### config.mk
export PLATFORM = sky130hd
export DESIGN_NAME = game_video
export DESIGN_NICKNAME = d
export VERILOG_FILES = /design/src/logic/video_pkg.sv /design/src/logic/char_layer.sv /design/src/logic/col_mix.sv /design/src/logic/game_video.sv /design/src/logic/tile_rom.sv /design/src/logic/video_timer.sv
export SDC_FILE = /design/constraint.sdc
export NUM_CORES = 2
export LEC_CHECK = 0
export ABC_AREA = 1
export BUFFER_PORTS_ARGS = -buffer_cell sky130_fd_sc_hd__buf_2
export CAP_MARGIN = 10
export CELL_PAD_IN_SITES_DETAIL_PLACEMENT = 0
export CELL_PAD_IN_SITES_GLOBAL_PLACEMENT = 2
export CORE_ASPECT_RATIO = 0.5
export CORE_MARGIN = 4
export CORE_UTILIZATION = 39
export CTS_BUF_LIST = sky130_fd_sc_hd__clkbuf_4 sky130_fd_sc_hd__clkbuf_8
export DETAILED_ROUTE_END_ITERATION = 10
export HOLD_SLACK_MARGIN = 0.02
export PLACE_DENSITY_LB_ADDON = 0.1
export SYNTH_ARGS = -nofsm -noshare
export SYNTH_HDL_FRONTEND = slang
export SYNTH_SLANG_ARGS = --single-unit
### constraint.sdc
create_clock -name clk -period 2.4 [get_ports clk]
set_clock_uncertainty 0.2 [all_clocks]
set_input_delay 0.36 -clock clk [delete_from_list [all_inputs] [get_ports clk]]
set_output_delay 0.36 -clock clk [all_outputs]
set_load 0.02 [all_outputs]
### src/logic/video_pkg.sv
package video_pkg;

	// CPU bus
	localparam int CPU_AW = 9;
	localparam int CPU_DW = 8;

	// Raster and pixel widths
	localparam int CNT_W       = 7;
	localparam int TILE_CODE_W = 4;
	localparam int PAL_W       = 4;
	localparam int COL_W       = 2;
	localparam int RGB_W       = 4;

	// Tile ROM load port, byte address is {code, row, byte}
	localparam int ROM_AW = 8;

	// Tile fetch pipeline depth
	localparam int CHAR_LAT = 3;

	// Each CPU region is 64 bytes long
	localparam int REGION_AW = 6;
	localparam logic [CPU_AW-1:0] TILEMAP_BASE = 9'h000;
	localparam logic [CPU_AW-1:0] PAL_RG_BASE  = 9'h100;
	localparam logic [CPU_AW-1:0] PAL_B_BASE   = 9'h180;

	typedef enum logic [1:0] {
		REG_NONE,
		REG_TILEMAP,
		REG_PAL_RG,   // Red high nibble, green low nibble
		REG_PAL_B     // Blue in low nibble
	} bus_region_e;

	function automatic bus_region_e cpu_region(input logic [CPU_AW-1:0] addr);
		bus_region_e region;
		region = REG_NONE;
		if (addr[CPU_AW-1:REGION_AW] == TILEMAP_BASE[CPU_AW-1:REGION_AW])
			region = REG_TILEMAP;
		else if (addr[CPU_AW-1:REGION_AW] == PAL_RG_BASE[CPU_AW-1:REGION_AW])
			region = REG_PAL_RG;
		else if (addr[CPU_AW-1:REGION_AW] == PAL_B_BASE[CPU_AW-1:REGION_AW])
			region = REG_PAL_B;
		return region;
	endfunction

endpackage

### src/logic/char_layer.sv
`timescale 1ns/1ns

module char_layer (
	input  logic                              clk,
	input  logic                              rst,
	input  logic [video_pkg::CNT_W-1:0]       h,
	input  logic [video_pkg::CNT_W-1:0]       v,
	input  logic                              lhbl,
	input  logic                              lvbl,
	input  logic [video_pkg::CPU_AW-1:0]      cpu_addr,
	input  logic [video_pkg::CPU_DW-1:0]      cpu_dout,
	input  logic                              cpu_we,
	input  logic [video_pkg::ROM_AW-1:0]      romload_addr,
	input  logic [7:0]                        romload_data,
	input  logic                              romload_wr,
	output logic [video_pkg::COL_W-1:0]       char_col,
	output logic [video_pkg::PAL_W-1:0]       char_pal,
	output logic                              lhbl_d,
	output logic                              lvbl_d
);
	import video_pkg::*;

	localparam int MAP_N = 2**REGION_AW;

	logic [CPU_DW-1:0]      tile_map [MAP_N];
	logic [REGION_AW-1:0]   map_idx;
	logic                   map_wr;

	// Stage 1 outputs
	logic [CPU_DW-1:0]      map_q;
	logic [2:0]             row1;
	logic [2:0]             pix1;

	// Stage 2 outputs
	logic [ROM_AW-2:0]      rom_addr;
	logic [15:0]            rom_word;
	logic [PAL_W-1:0]       pal2;
	logic [2:0]             pix2;

	logic [CHAR_LAT-1:0]    hbl_sr;
	logic [CHAR_LAT-1:0]    vbl_sr;

	assign map_idx = {v[5:3], h[5:3]};   // 8x8 tile map
	assign map_wr  = cpu_we && (cpu_region(cpu_addr) == REG_TILEMAP);

	// Stage 1, tile map read and CPU writes
	always_ff @(posedge clk) begin
		if (map_wr)
			tile_map[cpu_addr[REGION_AW-1:0]] <= cpu_dout;
		map_q <= tile_map[map_idx];
		row1  <= v[2:0];
		pix1  <= h[2:0];
	end

	// Stage 2, graphics row fetch
	assign rom_addr = {map_q[CPU_DW-1 -: TILE_CODE_W], row1};

	tile_rom u_tile_rom (
		.clk        ( clk          ),
		.load_addr  ( romload_addr ),
		.load_data  ( romload_data ),
		.load_wr    ( romload_wr   ),
		.fetch_addr ( rom_addr     ),
		.fetch_data ( rom_word     )
	);

	always_ff @(posedge clk) begin
		pal2 <= map_q[PAL_W-1:0];
		pix2 <= pix1;
	end

	// Stage 3, two bits per pixel, pixel 0 in the LSBs
	always_ff @(posedge clk) begin
		char_col <= rom_word[{pix2, 1'b0} +: COL_W];
		char_pal <= pal2;
	end

	// Blanking follows the pixel through all three stages
	always_ff @(posedge clk or posedge rst) begin
		if (rst) begin
			hbl_sr <= '0;
			vbl_sr <= '0;
		end else begin
			hbl_sr <= {hbl_sr[CHAR_LAT-2:0], lhbl};
			vbl_sr <= {vbl_sr[CHAR_LAT-2:0], lvbl};
		end
	end

	assign lhbl_d = hbl_sr[CHAR_LAT-1];
	assign lvbl_d = vbl_sr[CHAR_LAT-1];

endmodule

### src/logic/col_mix.sv
`timescale 1ns/1ns

module col_mix (
	input  logic                          clk,
	input  logic                          rst,
	input  logic [video_pkg::COL_W-1:0]   char_col,
	input  logic [video_pkg::PAL_W-1:0]   char_pal,
	input  logic                          lhbl_d,
	input  logic                          lvbl_d,
	input  logic                          downloading,
	input  logic [video_pkg::CPU_AW-1:0]  cpu_addr,
	input  logic [video_pkg::CPU_DW-1:0]  cpu_dout,
	input  logic                          cpu_we,
	output logic [video_pkg::RGB_W-1:0]   red,
	output logic [video_pkg::RGB_W-1:0]   green,
	output logic [video_pkg::RGB_W-1:0]   blue,
	output logic                          lhbl_out,
	output logic                          lvbl_out
);
	import video_pkg::*;

	localparam int PAL_AW = PAL_W + COL_W;
	localparam int PAL_N  = 2**PAL_AW;

	logic [2*RGB_W-1:0] pal_rg [PAL_N];   // Red high nibble, green low
	logic [RGB_W-1:0]   pal_b  [PAL_N];
	logic [PAL_AW-1:0]  pal_idx;
	logic [PAL_AW-1:0]  wr_idx;
	bus_region_e        wr_region;
	logic               show;

	assign pal_idx   = {char_pal, char_col};
	assign wr_idx    = cpu_addr[PAL_AW-1:0];
	assign wr_region = cpu_region(cpu_addr);

	// Video is muted outside the visible area and while ROMs load
	assign show = lhbl_d && lvbl_d && !downloading;

	always_ff @(posedge clk) begin
		if (cpu_we && wr_region == REG_PAL_RG)
			pal_rg[wr_idx] <= cpu_dout;
		if (cpu_we && wr_region == REG_PAL_B)
			pal_b[wr_idx] <= cpu_dout[RGB_W-1:0];
	end

	always_ff @(posedge clk or posedge rst) begin
		if (rst) begin
			red      <= '0;
			green    <= '0;
			blue     <= '0;
			lhbl_out <= 1'b0;
			lvbl_out <= 1'b0;
		end else begin
			lhbl_out <= lhbl_d;   // Kept aligned with RGB
			lvbl_out <= lvbl_d;
			if (show) begin
				red   <= pal_rg[pal_idx][2*RGB_W-1:RGB_W];
				green <= pal_rg[pal_idx][RGB_W-1:0];
				blue  <= pal_b[pal_idx];
			end else begin
				red   <= '0;
				green <= '0;
				blue  <= '0;
			end
		end
	end

endmodule

### src/logic/game_video.sv
`timescale 1ns/1ns

module game_video #(
	parameter int H_TOTAL   = 64,
	parameter int H_VISIBLE = 48,
	parameter int V_TOTAL   = 40,
	parameter int V_VISIBLE = 32
) (
	input  logic                          clk,
	input  logic                          rst,
	input  logic                          downloading,
	input  logic [video_pkg::CPU_AW-1:0]  cpu_addr,
	input  logic [video_pkg::CPU_DW-1:0]  cpu_dout,
	input  logic                          cpu_we,
	input  logic [video_pkg::ROM_AW-1:0]  romload_addr,
	input  logic [7:0]                    romload_data,
	input  logic                          romload_wr,
	output logic [video_pkg::RGB_W-1:0]   red,
	output logic [video_pkg::RGB_W-1:0]   green,
	output logic [video_pkg::RGB_W-1:0]   blue,
	output logic                          lhbl,
	output logic                          lvbl
);
	import video_pkg::*;

	// Raster position from the timer
	logic [CNT_W-1:0] h;
	logic [CNT_W-1:0] v;
	logic             raw_lhbl;
	logic             raw_lvbl;

	// Character layer output, CHAR_LAT cycles behind the timer
	logic [COL_W-1:0] char_col;
	logic [PAL_W-1:0] char_pal;
	logic             char_lhbl;
	logic             char_lvbl;

	video_timer #(
		.H_TOTAL   ( H_TOTAL   ),
		.H_VISIBLE ( H_VISIBLE ),
		.V_TOTAL   ( V_TOTAL   ),
		.V_VISIBLE ( V_VISIBLE )
	) u_timer (
		.clk  ( clk      ),
		.rst  ( rst      ),
		.h    ( h        ),
		.v    ( v        ),
		.lhbl ( raw_lhbl ),
		.lvbl ( raw_lvbl )
	);

	char_layer u_char (
		.clk          ( clk          ),
		.rst          ( rst          ),
		.h            ( h            ),
		.v            ( v            ),
		.lhbl         ( raw_lhbl     ),
		.lvbl         ( raw_lvbl     ),
		.cpu_addr     ( cpu_addr     ),
		.cpu_dout     ( cpu_dout     ),
		.cpu_we       ( cpu_we       ),
		.romload_addr ( romload_addr ),
		.romload_data ( romload_data ),
		.romload_wr   ( romload_wr   ),
		.char_col     ( char_col     ),
		.char_pal     ( char_pal     ),
		.lhbl_d       ( char_lhbl    ),
		.lvbl_d       ( char_lvbl    )
	);

	col_mix u_colmix (
		.clk         ( clk         ),
		.rst         ( rst         ),
		.char_col    ( char_col    ),
		.char_pal    ( char_pal    ),
		.lhbl_d      ( char_lhbl   ),
		.lvbl_d      ( char_lvbl   ),
		.downloading ( downloading ),
		.cpu_addr    ( cpu_addr    ),
		.cpu_dout    ( cpu_dout    ),
		.cpu_we      ( cpu_we      ),
		.red         ( red         ),
		.green       ( green       ),
		.blue        ( blue        ),
		.lhbl_out    ( lhbl        ),
		.lvbl_out    ( lvbl        )
	);

endmodule

### src/logic/tile_rom.sv
`timescale 1ns/1ns

module tile_rom (
	input  logic                         clk,
	input  logic [video_pkg::ROM_AW-1:0] load_addr,
	input  logic [7:0]                   load_data,
	input  logic                         load_wr,
	input  logic [video_pkg::ROM_AW-2:0] fetch_addr,
	output logic [15:0]                  fetch_data
);
	import video_pkg::*;

	localparam int WORDS = 2**(ROM_AW - 1);

	logic [15:0]       mem [WORDS];
	logic [ROM_AW-2:0] load_word;
	logic              load_hi;

	// Byte 0 of each row word is the low byte
	assign load_word = load_addr[ROM_AW-1:1];
	assign load_hi   = load_addr[0];

	always_ff @(posedge clk) begin
		if (load_wr) begin
			if (load_hi)
				mem[load_word][15:8] <= load_data;
			else
				mem[load_word][7:0] <= load_data;
		end
		fetch_data <= mem[fetch_addr];   // Registered read
	end

endmodule

### src/logic/video_timer.sv
`timescale 1ns/1ns

module video_timer #(
	parameter int H_TOTAL   = 64,
	parameter int H_VISIBLE = 48,
	parameter int V_TOTAL   = 40,
	parameter int V_VISIBLE = 32
) (
	input  logic                      clk,
	input  logic                      rst,
	output logic [video_pkg::CNT_W-1:0] h,
	output logic [video_pkg::CNT_W-1:0] v,
	output logic                      lhbl,
	output logic                      lvbl
);
	import video_pkg::*;

	logic [CNT_W-1:0] h_next;
	logic [CNT_W-1:0] v_next;
	logic             h_wrap;
	logic             v_wrap;

	assign h_wrap = (h == CNT_W'(H_TOTAL - 1));
	assign v_wrap = (v == CNT_W'(V_TOTAL - 1));

	// Next raster position
	always_comb begin
		h_next = h_wrap ? '0 : h + 1'b1;
		v_next = v;
		if (h_wrap) begin
			v_next = v_wrap ? '0 : v + 1'b1;
		end
	end

	// Flags are computed from the next count so they line up with h and v
	always_ff @(posedge clk or posedge rst) begin
		if (rst) begin
			h    <= '0;
			v    <= '0;
			lhbl <= 1'b1;   // Position 0,0 is visible
			lvbl <= 1'b1;
		end else begin
			h    <= h_next;
			v    <= v_next;
			lhbl <= (h_next < CNT_W'(H_VISIBLE));
			lvbl <= (v_next < CNT_W'(V_VISIBLE));
		end
	end

endmodule

---- After elaboration in Yosys (flattened, before gate mapping) ----
Memory sizes are Yosys's and may differ from the RTL's. A register that Yosys moved wholly into a read port is not among the register bits.
Index checks and enable logic that the tools add are counted.
storage, ports and cells
  input bits .............................. 38
  RAM bits ................................ 3,328
  register bits after elaboration ......... 49
  memories kept ........................... 4
  logic and storage cells ................. 59
memory list
  memory                 words  bits a word  rd ports  clocked after Yosys merged registers in  wr ports  line              source
  u_char.u_tile_rom.mem  128    16           1         1                                        1         tile_rom.sv:15    logic [15:0] mem [WORDS];
  u_char.tile_map        64     8            1         1                                        1         char_layer.sv:25  logic [CPU_DW-1:0] tile_map [MAP_N];
  u_colmix.pal_rg        64     8            1         1                                        1         col_mix.sv:25     logic [2*RGB_W-1:0] pal_rg [PAL_N];
  u_colmix.pal_b         64     4            1         1                                        1         col_mix.sv:26     logic [RGB_W-1:0] pal_b [PAL_N];
cells by class
  shift operators ......................... 1
  muxes and demuxes ....................... 21
  $lt $le $gt $ge ......................... 2
  eq/ne operators ......................... 7
  $add $sub $neg .......................... 2
  reduce and logical (&&, ||, !) cells .... 7
operator list
  kind                                                  count
  two-way mux 7 bit                                     3
  indexed part select 16 x 5 -> 2 bit                   1
  adder 7 x 1 -> 7 bit (second input constant)          2
  equality test 7 x 6 -> 1 bit (second input constant)  2
  < comparator 7 x 6 -> 1 bit (second input constant)   2
  two-way mux 1 bit                                     12
  two-way mux 4 bit                                     3
  equality test 3 bit (second input constant)           2
  two-way mux 2 bit                                     3
  logical AND 1 bit                                     5
  equality test 2 bit (second input constant)           2
  logical NOT 3 bit                                     1
  equality test 2 x 1 -> 1 bit (second input constant)  1
  logical NOT 1 bit                                     1

---- Logic depth before layout (Yosys ltp) ----
  word-level depth ........................ 8
  gate-level depth with buffers ........... 13

---- Hierarchy ----
From an unflattened synthesis, not the netlist that was laid out.
unflattened totals
  cell total of the unflattened synthesis .. 11,795
  area total of the unflattened synthesis .. 138,743.1 um^2
modules (own cells, without submodules)
  module       area each (um^2)  times used  cells each
  tile_rom     83,817.9          1           7,040
  col_mix      32,218.4          1           2,806
  char_layer   21,922.3          1           1,859
  video_timer  784.5             1           90

---- Least setup slack after synthesis ----
OpenSTA, ideal clock, no wires.
  kind .................................... input to register
  start point ............................. input port romload_addr[2] (netlist bit)
  end point ............................... memory u_char.u_tile_rom.mem[35][0], enable pin
  slack ................................... 84 ps
  stages on the path ...................... 5
  data required time ...................... 1,817 ps
  arrival time ............................ 1,733 ps
  cells stage by stage .................... inv_1 -> nor3_2 -> inv_2 -> buf_2 -> nor3_1
RTL lines
  item         line              source
  from (decl)  game_video.sv:15  input logic [video_pkg::ROM_AW-1:0] romload_addr,
  to (decl)    tile_rom.sv:15
Straight into the memory's write port.

---- Worst setup path in the final report ----
  start point ............................. input port cpu_we
  end point ............................... memory u_colmix.pal_b[52][0], enable pin
on the way
  longest elaborated chain between the ends .. 3
RTL lines
  item                                     line              source
  from (decl)                              game_video.sv:14  input logic cpu_we,
  logical AND 1 bit                        col_mix.sv:42     if (cpu_we && wr_region == REG_PAL_B)
  two-way mux 1 bit                        col_mix.sv:42
  two-way mux 1 bit (implied by the code)  col_mix.sv:43     pal_b[wr_idx] <= cpu_dout[RGB_W-1:0];
  to (decl)                                col_mix.sv:26
No other way between the ends.

==> results.yml <==
timing:
  fmax_mhz: 401
  grt_setup_unrepaired: "yes"
  report.final.slew_viol_count: 0
  finalSetupViolCount: 199
  worstMarginPinSlew_ps: 928
  slew_headroom: 0.379
  setup_ws_ps: -96.5
  finalCritPeriodShare: 1.04
  totalNegativeSetupSlack_ps: -10990
  finalCriticalPeriod_ps: 2500
  hold_viol_final: 0
setup_path:
  crit_path_start_kind: "input pin"
  crit_fanout: 64
  cp-end-kind: "register"
  worst_ep_required_time_ps: 3010
  critical_path_class: "input pin to register"
  arrival_ps: 3100
  r2r_setup_slack_ps: -60
pwr:
  combPwrFrac: 0.020
  p_per_area_nw_per_um2: 701
  p_sw_mw: 25.2
  p_clk_frac: 0.415
  total_power_mw: 116
  p_seq_frac: 0.564
  ir_drop_mv: 0.449
  p_leak_nw: 59.1
  p_int_mw: 90.5
  swShare: 0.218
global_routing:
  grt_max_degree: 81
  grt_pass1_vias: 90600
  grt_overflow: 0
  antenna_found_initial: 16
  grt_usage: 0.236
  grt_pass1_wl_mm: 636
routing:
  wl_met1_mm: 201
  route.met3.wl_mm: 26.0
  wl_per_cell_um: 25.1
  dr.max_layer_used: "met5"
  vias_per_cell: 5.25
  ant_nets: 0
  drt-initial-drc-count: 8276
  vias: 93300
  wl_met2_mm: 206
  drc: 0
  wl_mm: 446
  drt_first_pass_iters: 6
yosys:
  synth.top_cells.by_area: "edfxtp_1 72%, nand3_1 10%, nand2_1 9.5%, nor2_1 1.7%, buf_2 1.5%"
  yosys_register_bits: 3407
  avgSynthCellArea_um2: 11.8
  synth-edff-count: 3328
  async_flop_share: 0.0106
  ys.flop_type: "edfxtp_1"
  synth_most_common_cell: "nand2_1"
  synth.yosys.warnings: 0
  synth-seq-area-share: 0.738
  synth_cells: 11600
  synth_top_area_frac: 0.725
  synth_nets: 11700
  yosys-top-cells-count: "3504 x nand2_1, 3328 x edfxtp_1, 2843 x nand3_1"
  syn_area_um2: 138000
  synth_cell_types: 39
  synth_top_area_cell: "edfxtp_1"
run_status:
  violations: "negative setup slack"
  status: "finished, violations left"
layout:
  fillers: 32200
  layout-drive-gt1-share: 0.176
  nNetsFinal: 12700
  fin_area_um2: 165000
  syn2layout_area_growth_pct: 19.7
  fin_util: 0.469
clock_network:
  cts_htree_levels: 6
  clk_pin_slew_ps: 60
  cts_root_buf: "clkbuf_8"
  cts_tree: "yes"
  worstSkewPairLatency_ps: 1060
  cts_made_buffers: 528
  clock_sink_count: 3407
  clock_path_buffers: 4
floorplanning:
  pin_count: 52
  initial_core_util: 0.392
  core_um2: 352000
  dieArea_um2: 364000
  die_h_um: 428
  row_count: 154
  die_w_um: 849
placed_design:
  hpwlAfterDp_mm: 275
  placed_area_um2: 152000
  pre_cts_ws_ps: -388
  gpl.final_weighted_congestion: 0.818
  portBuffers: 51
flow_run:
  drv_cap: 0
worst_hold_path:
  hold_path_class: "register to register"
## metal layers
layer	GRT usage	vias up
met2	0.374	2591
met1	0.334	46600
met5	0	-
met3	0.0401	629
met4	0.0684	8
li1	-	43500
## placed cells by master, fill, tap and decap left out, drive strengths merged, types with 17 or more instances in the layout
master	netlist	layout
nor2	618	618
a21oi	56	56
nand2	3504	3504
clkinv	6	130
dlygate4sd3	0	56
buf	588	1224
o31ai	17	17
nor3	106	106
dfxtp	43	43
o21ai	154	154
o211ai	52	52
clkinvlp	0	18
dfrtp	34	34
edfxtp	3328	3328
clkbuf	195	769
nand3	2845	2845
inv	61	72
## sequential cells by signal (all words and copies together) (netlist names), 3 cells and up, named ones only
| name | flops |
|---|---|
| u_char.pix2 | 3 |
| u_timer.h | 7 |
| u_colmix.pal_b | 256 |
| u_char.row1 | 3 |
| u_char.map_q | 8 |
| u_colmix.red | 4 |
| u_char.pix1 | 3 |
| u_colmix.pal_rg | 512 |
| u_timer.v | 7 |
| u_char.vbl_sr | 3 |
| u_char.tile_map | 512 |
| u_colmix.blue | 4 |
| u_char.u_tile_rom.mem | 2048 |
| u_colmix.green | 4 |
| u_char.pal2 | 4 |
| u_char.u_tile_rom.fetch_data | 16 |
| u_char.hbl_sr | 3 |
## area by class of cell
cell class	instances	area, um^2	share of cell area
diodes	12	30.0	0.000182
flip-flops and latches	3407	102000	0.616
clock buffers	753	9140	0.0554
multi-input cells	7387	33300	0.202
repair buffers	1306	13800	0.0838
well taps	4680	5860	0.0355
inverters	67	322	0.00195
repair inverters	2	25.0	0.000152
clock inverters	153	769	0.00466
## worst max-delay path: stages
cell           delay, ps
dlygate4sd3_1        530
buf_2                120
nand2_1               50
dlygate4sd3_1        540
inv_1                 60
nand3b_1              70
dlygate4sd3_1        600
buf_12               380
nor2_1               100
buf_4                170
## worst paths after layout
check | start | to | depth (start not counted)
min | u_char.pal2[1] | register | 0
max reg2reg | u_char.row1[0] | u_char.u_tile_rom.fetch_data[12] | 13
max in group asynchronous | rst | u_timer.lhbl | 5
min reg2reg | u_char.pal2[1] | register | 0
max | cpu_we | u_colmix.pal_b[52][0] | 10
min in group asynchronous | rst | u_timer.h[1] | 4
## cell families (layout without fill, tap and decap cells)
logic type | after synthesis | count (layout) | synth area share
xor+xnor | 6 | 6 | 0.000381
compound gates | 300 | 300 | 0.0127
simple gates | 7079 | 7079 | 0.220
buf+inv | 850 | 2281 | 0.0292
other cells | 0 | 12 | 0
fa+ha+maj | 2 | 2 | 0.000181
flops | 3407 | 3407 | 0.738
## timing repair
item,4_1_cts,5_1_grt
setup endpoints to repair,28,275
buffers inserted,19,10
gates cloned,15,16
pin swaps,7,12
hold buffers,56,0
resized for setup,144,178
hold endpoints to repair,5810,0
## power by group through the flow
stage               logic (mW)  clock network, mW  registers [mW]
floorplan                0.303                  0            66.7
global placement          2.25                  0            66.6
CTS                       2.37               49.3            65.4
global route              2.49               52.1            65.3
finish                    2.36               48.1            65.4
detailed placement        2.28                  0            66.6
## per-stage QoR
step / cells / hold WS, ps
CTS: 17700 / 20.3
floorplan: 11600 / 110
global placement: 16700 / 114
detailed placement: 16700 / 113
finish: 17800 / 126
global route: 17800 / 82.2
Power figures use the tool's default switching activity.
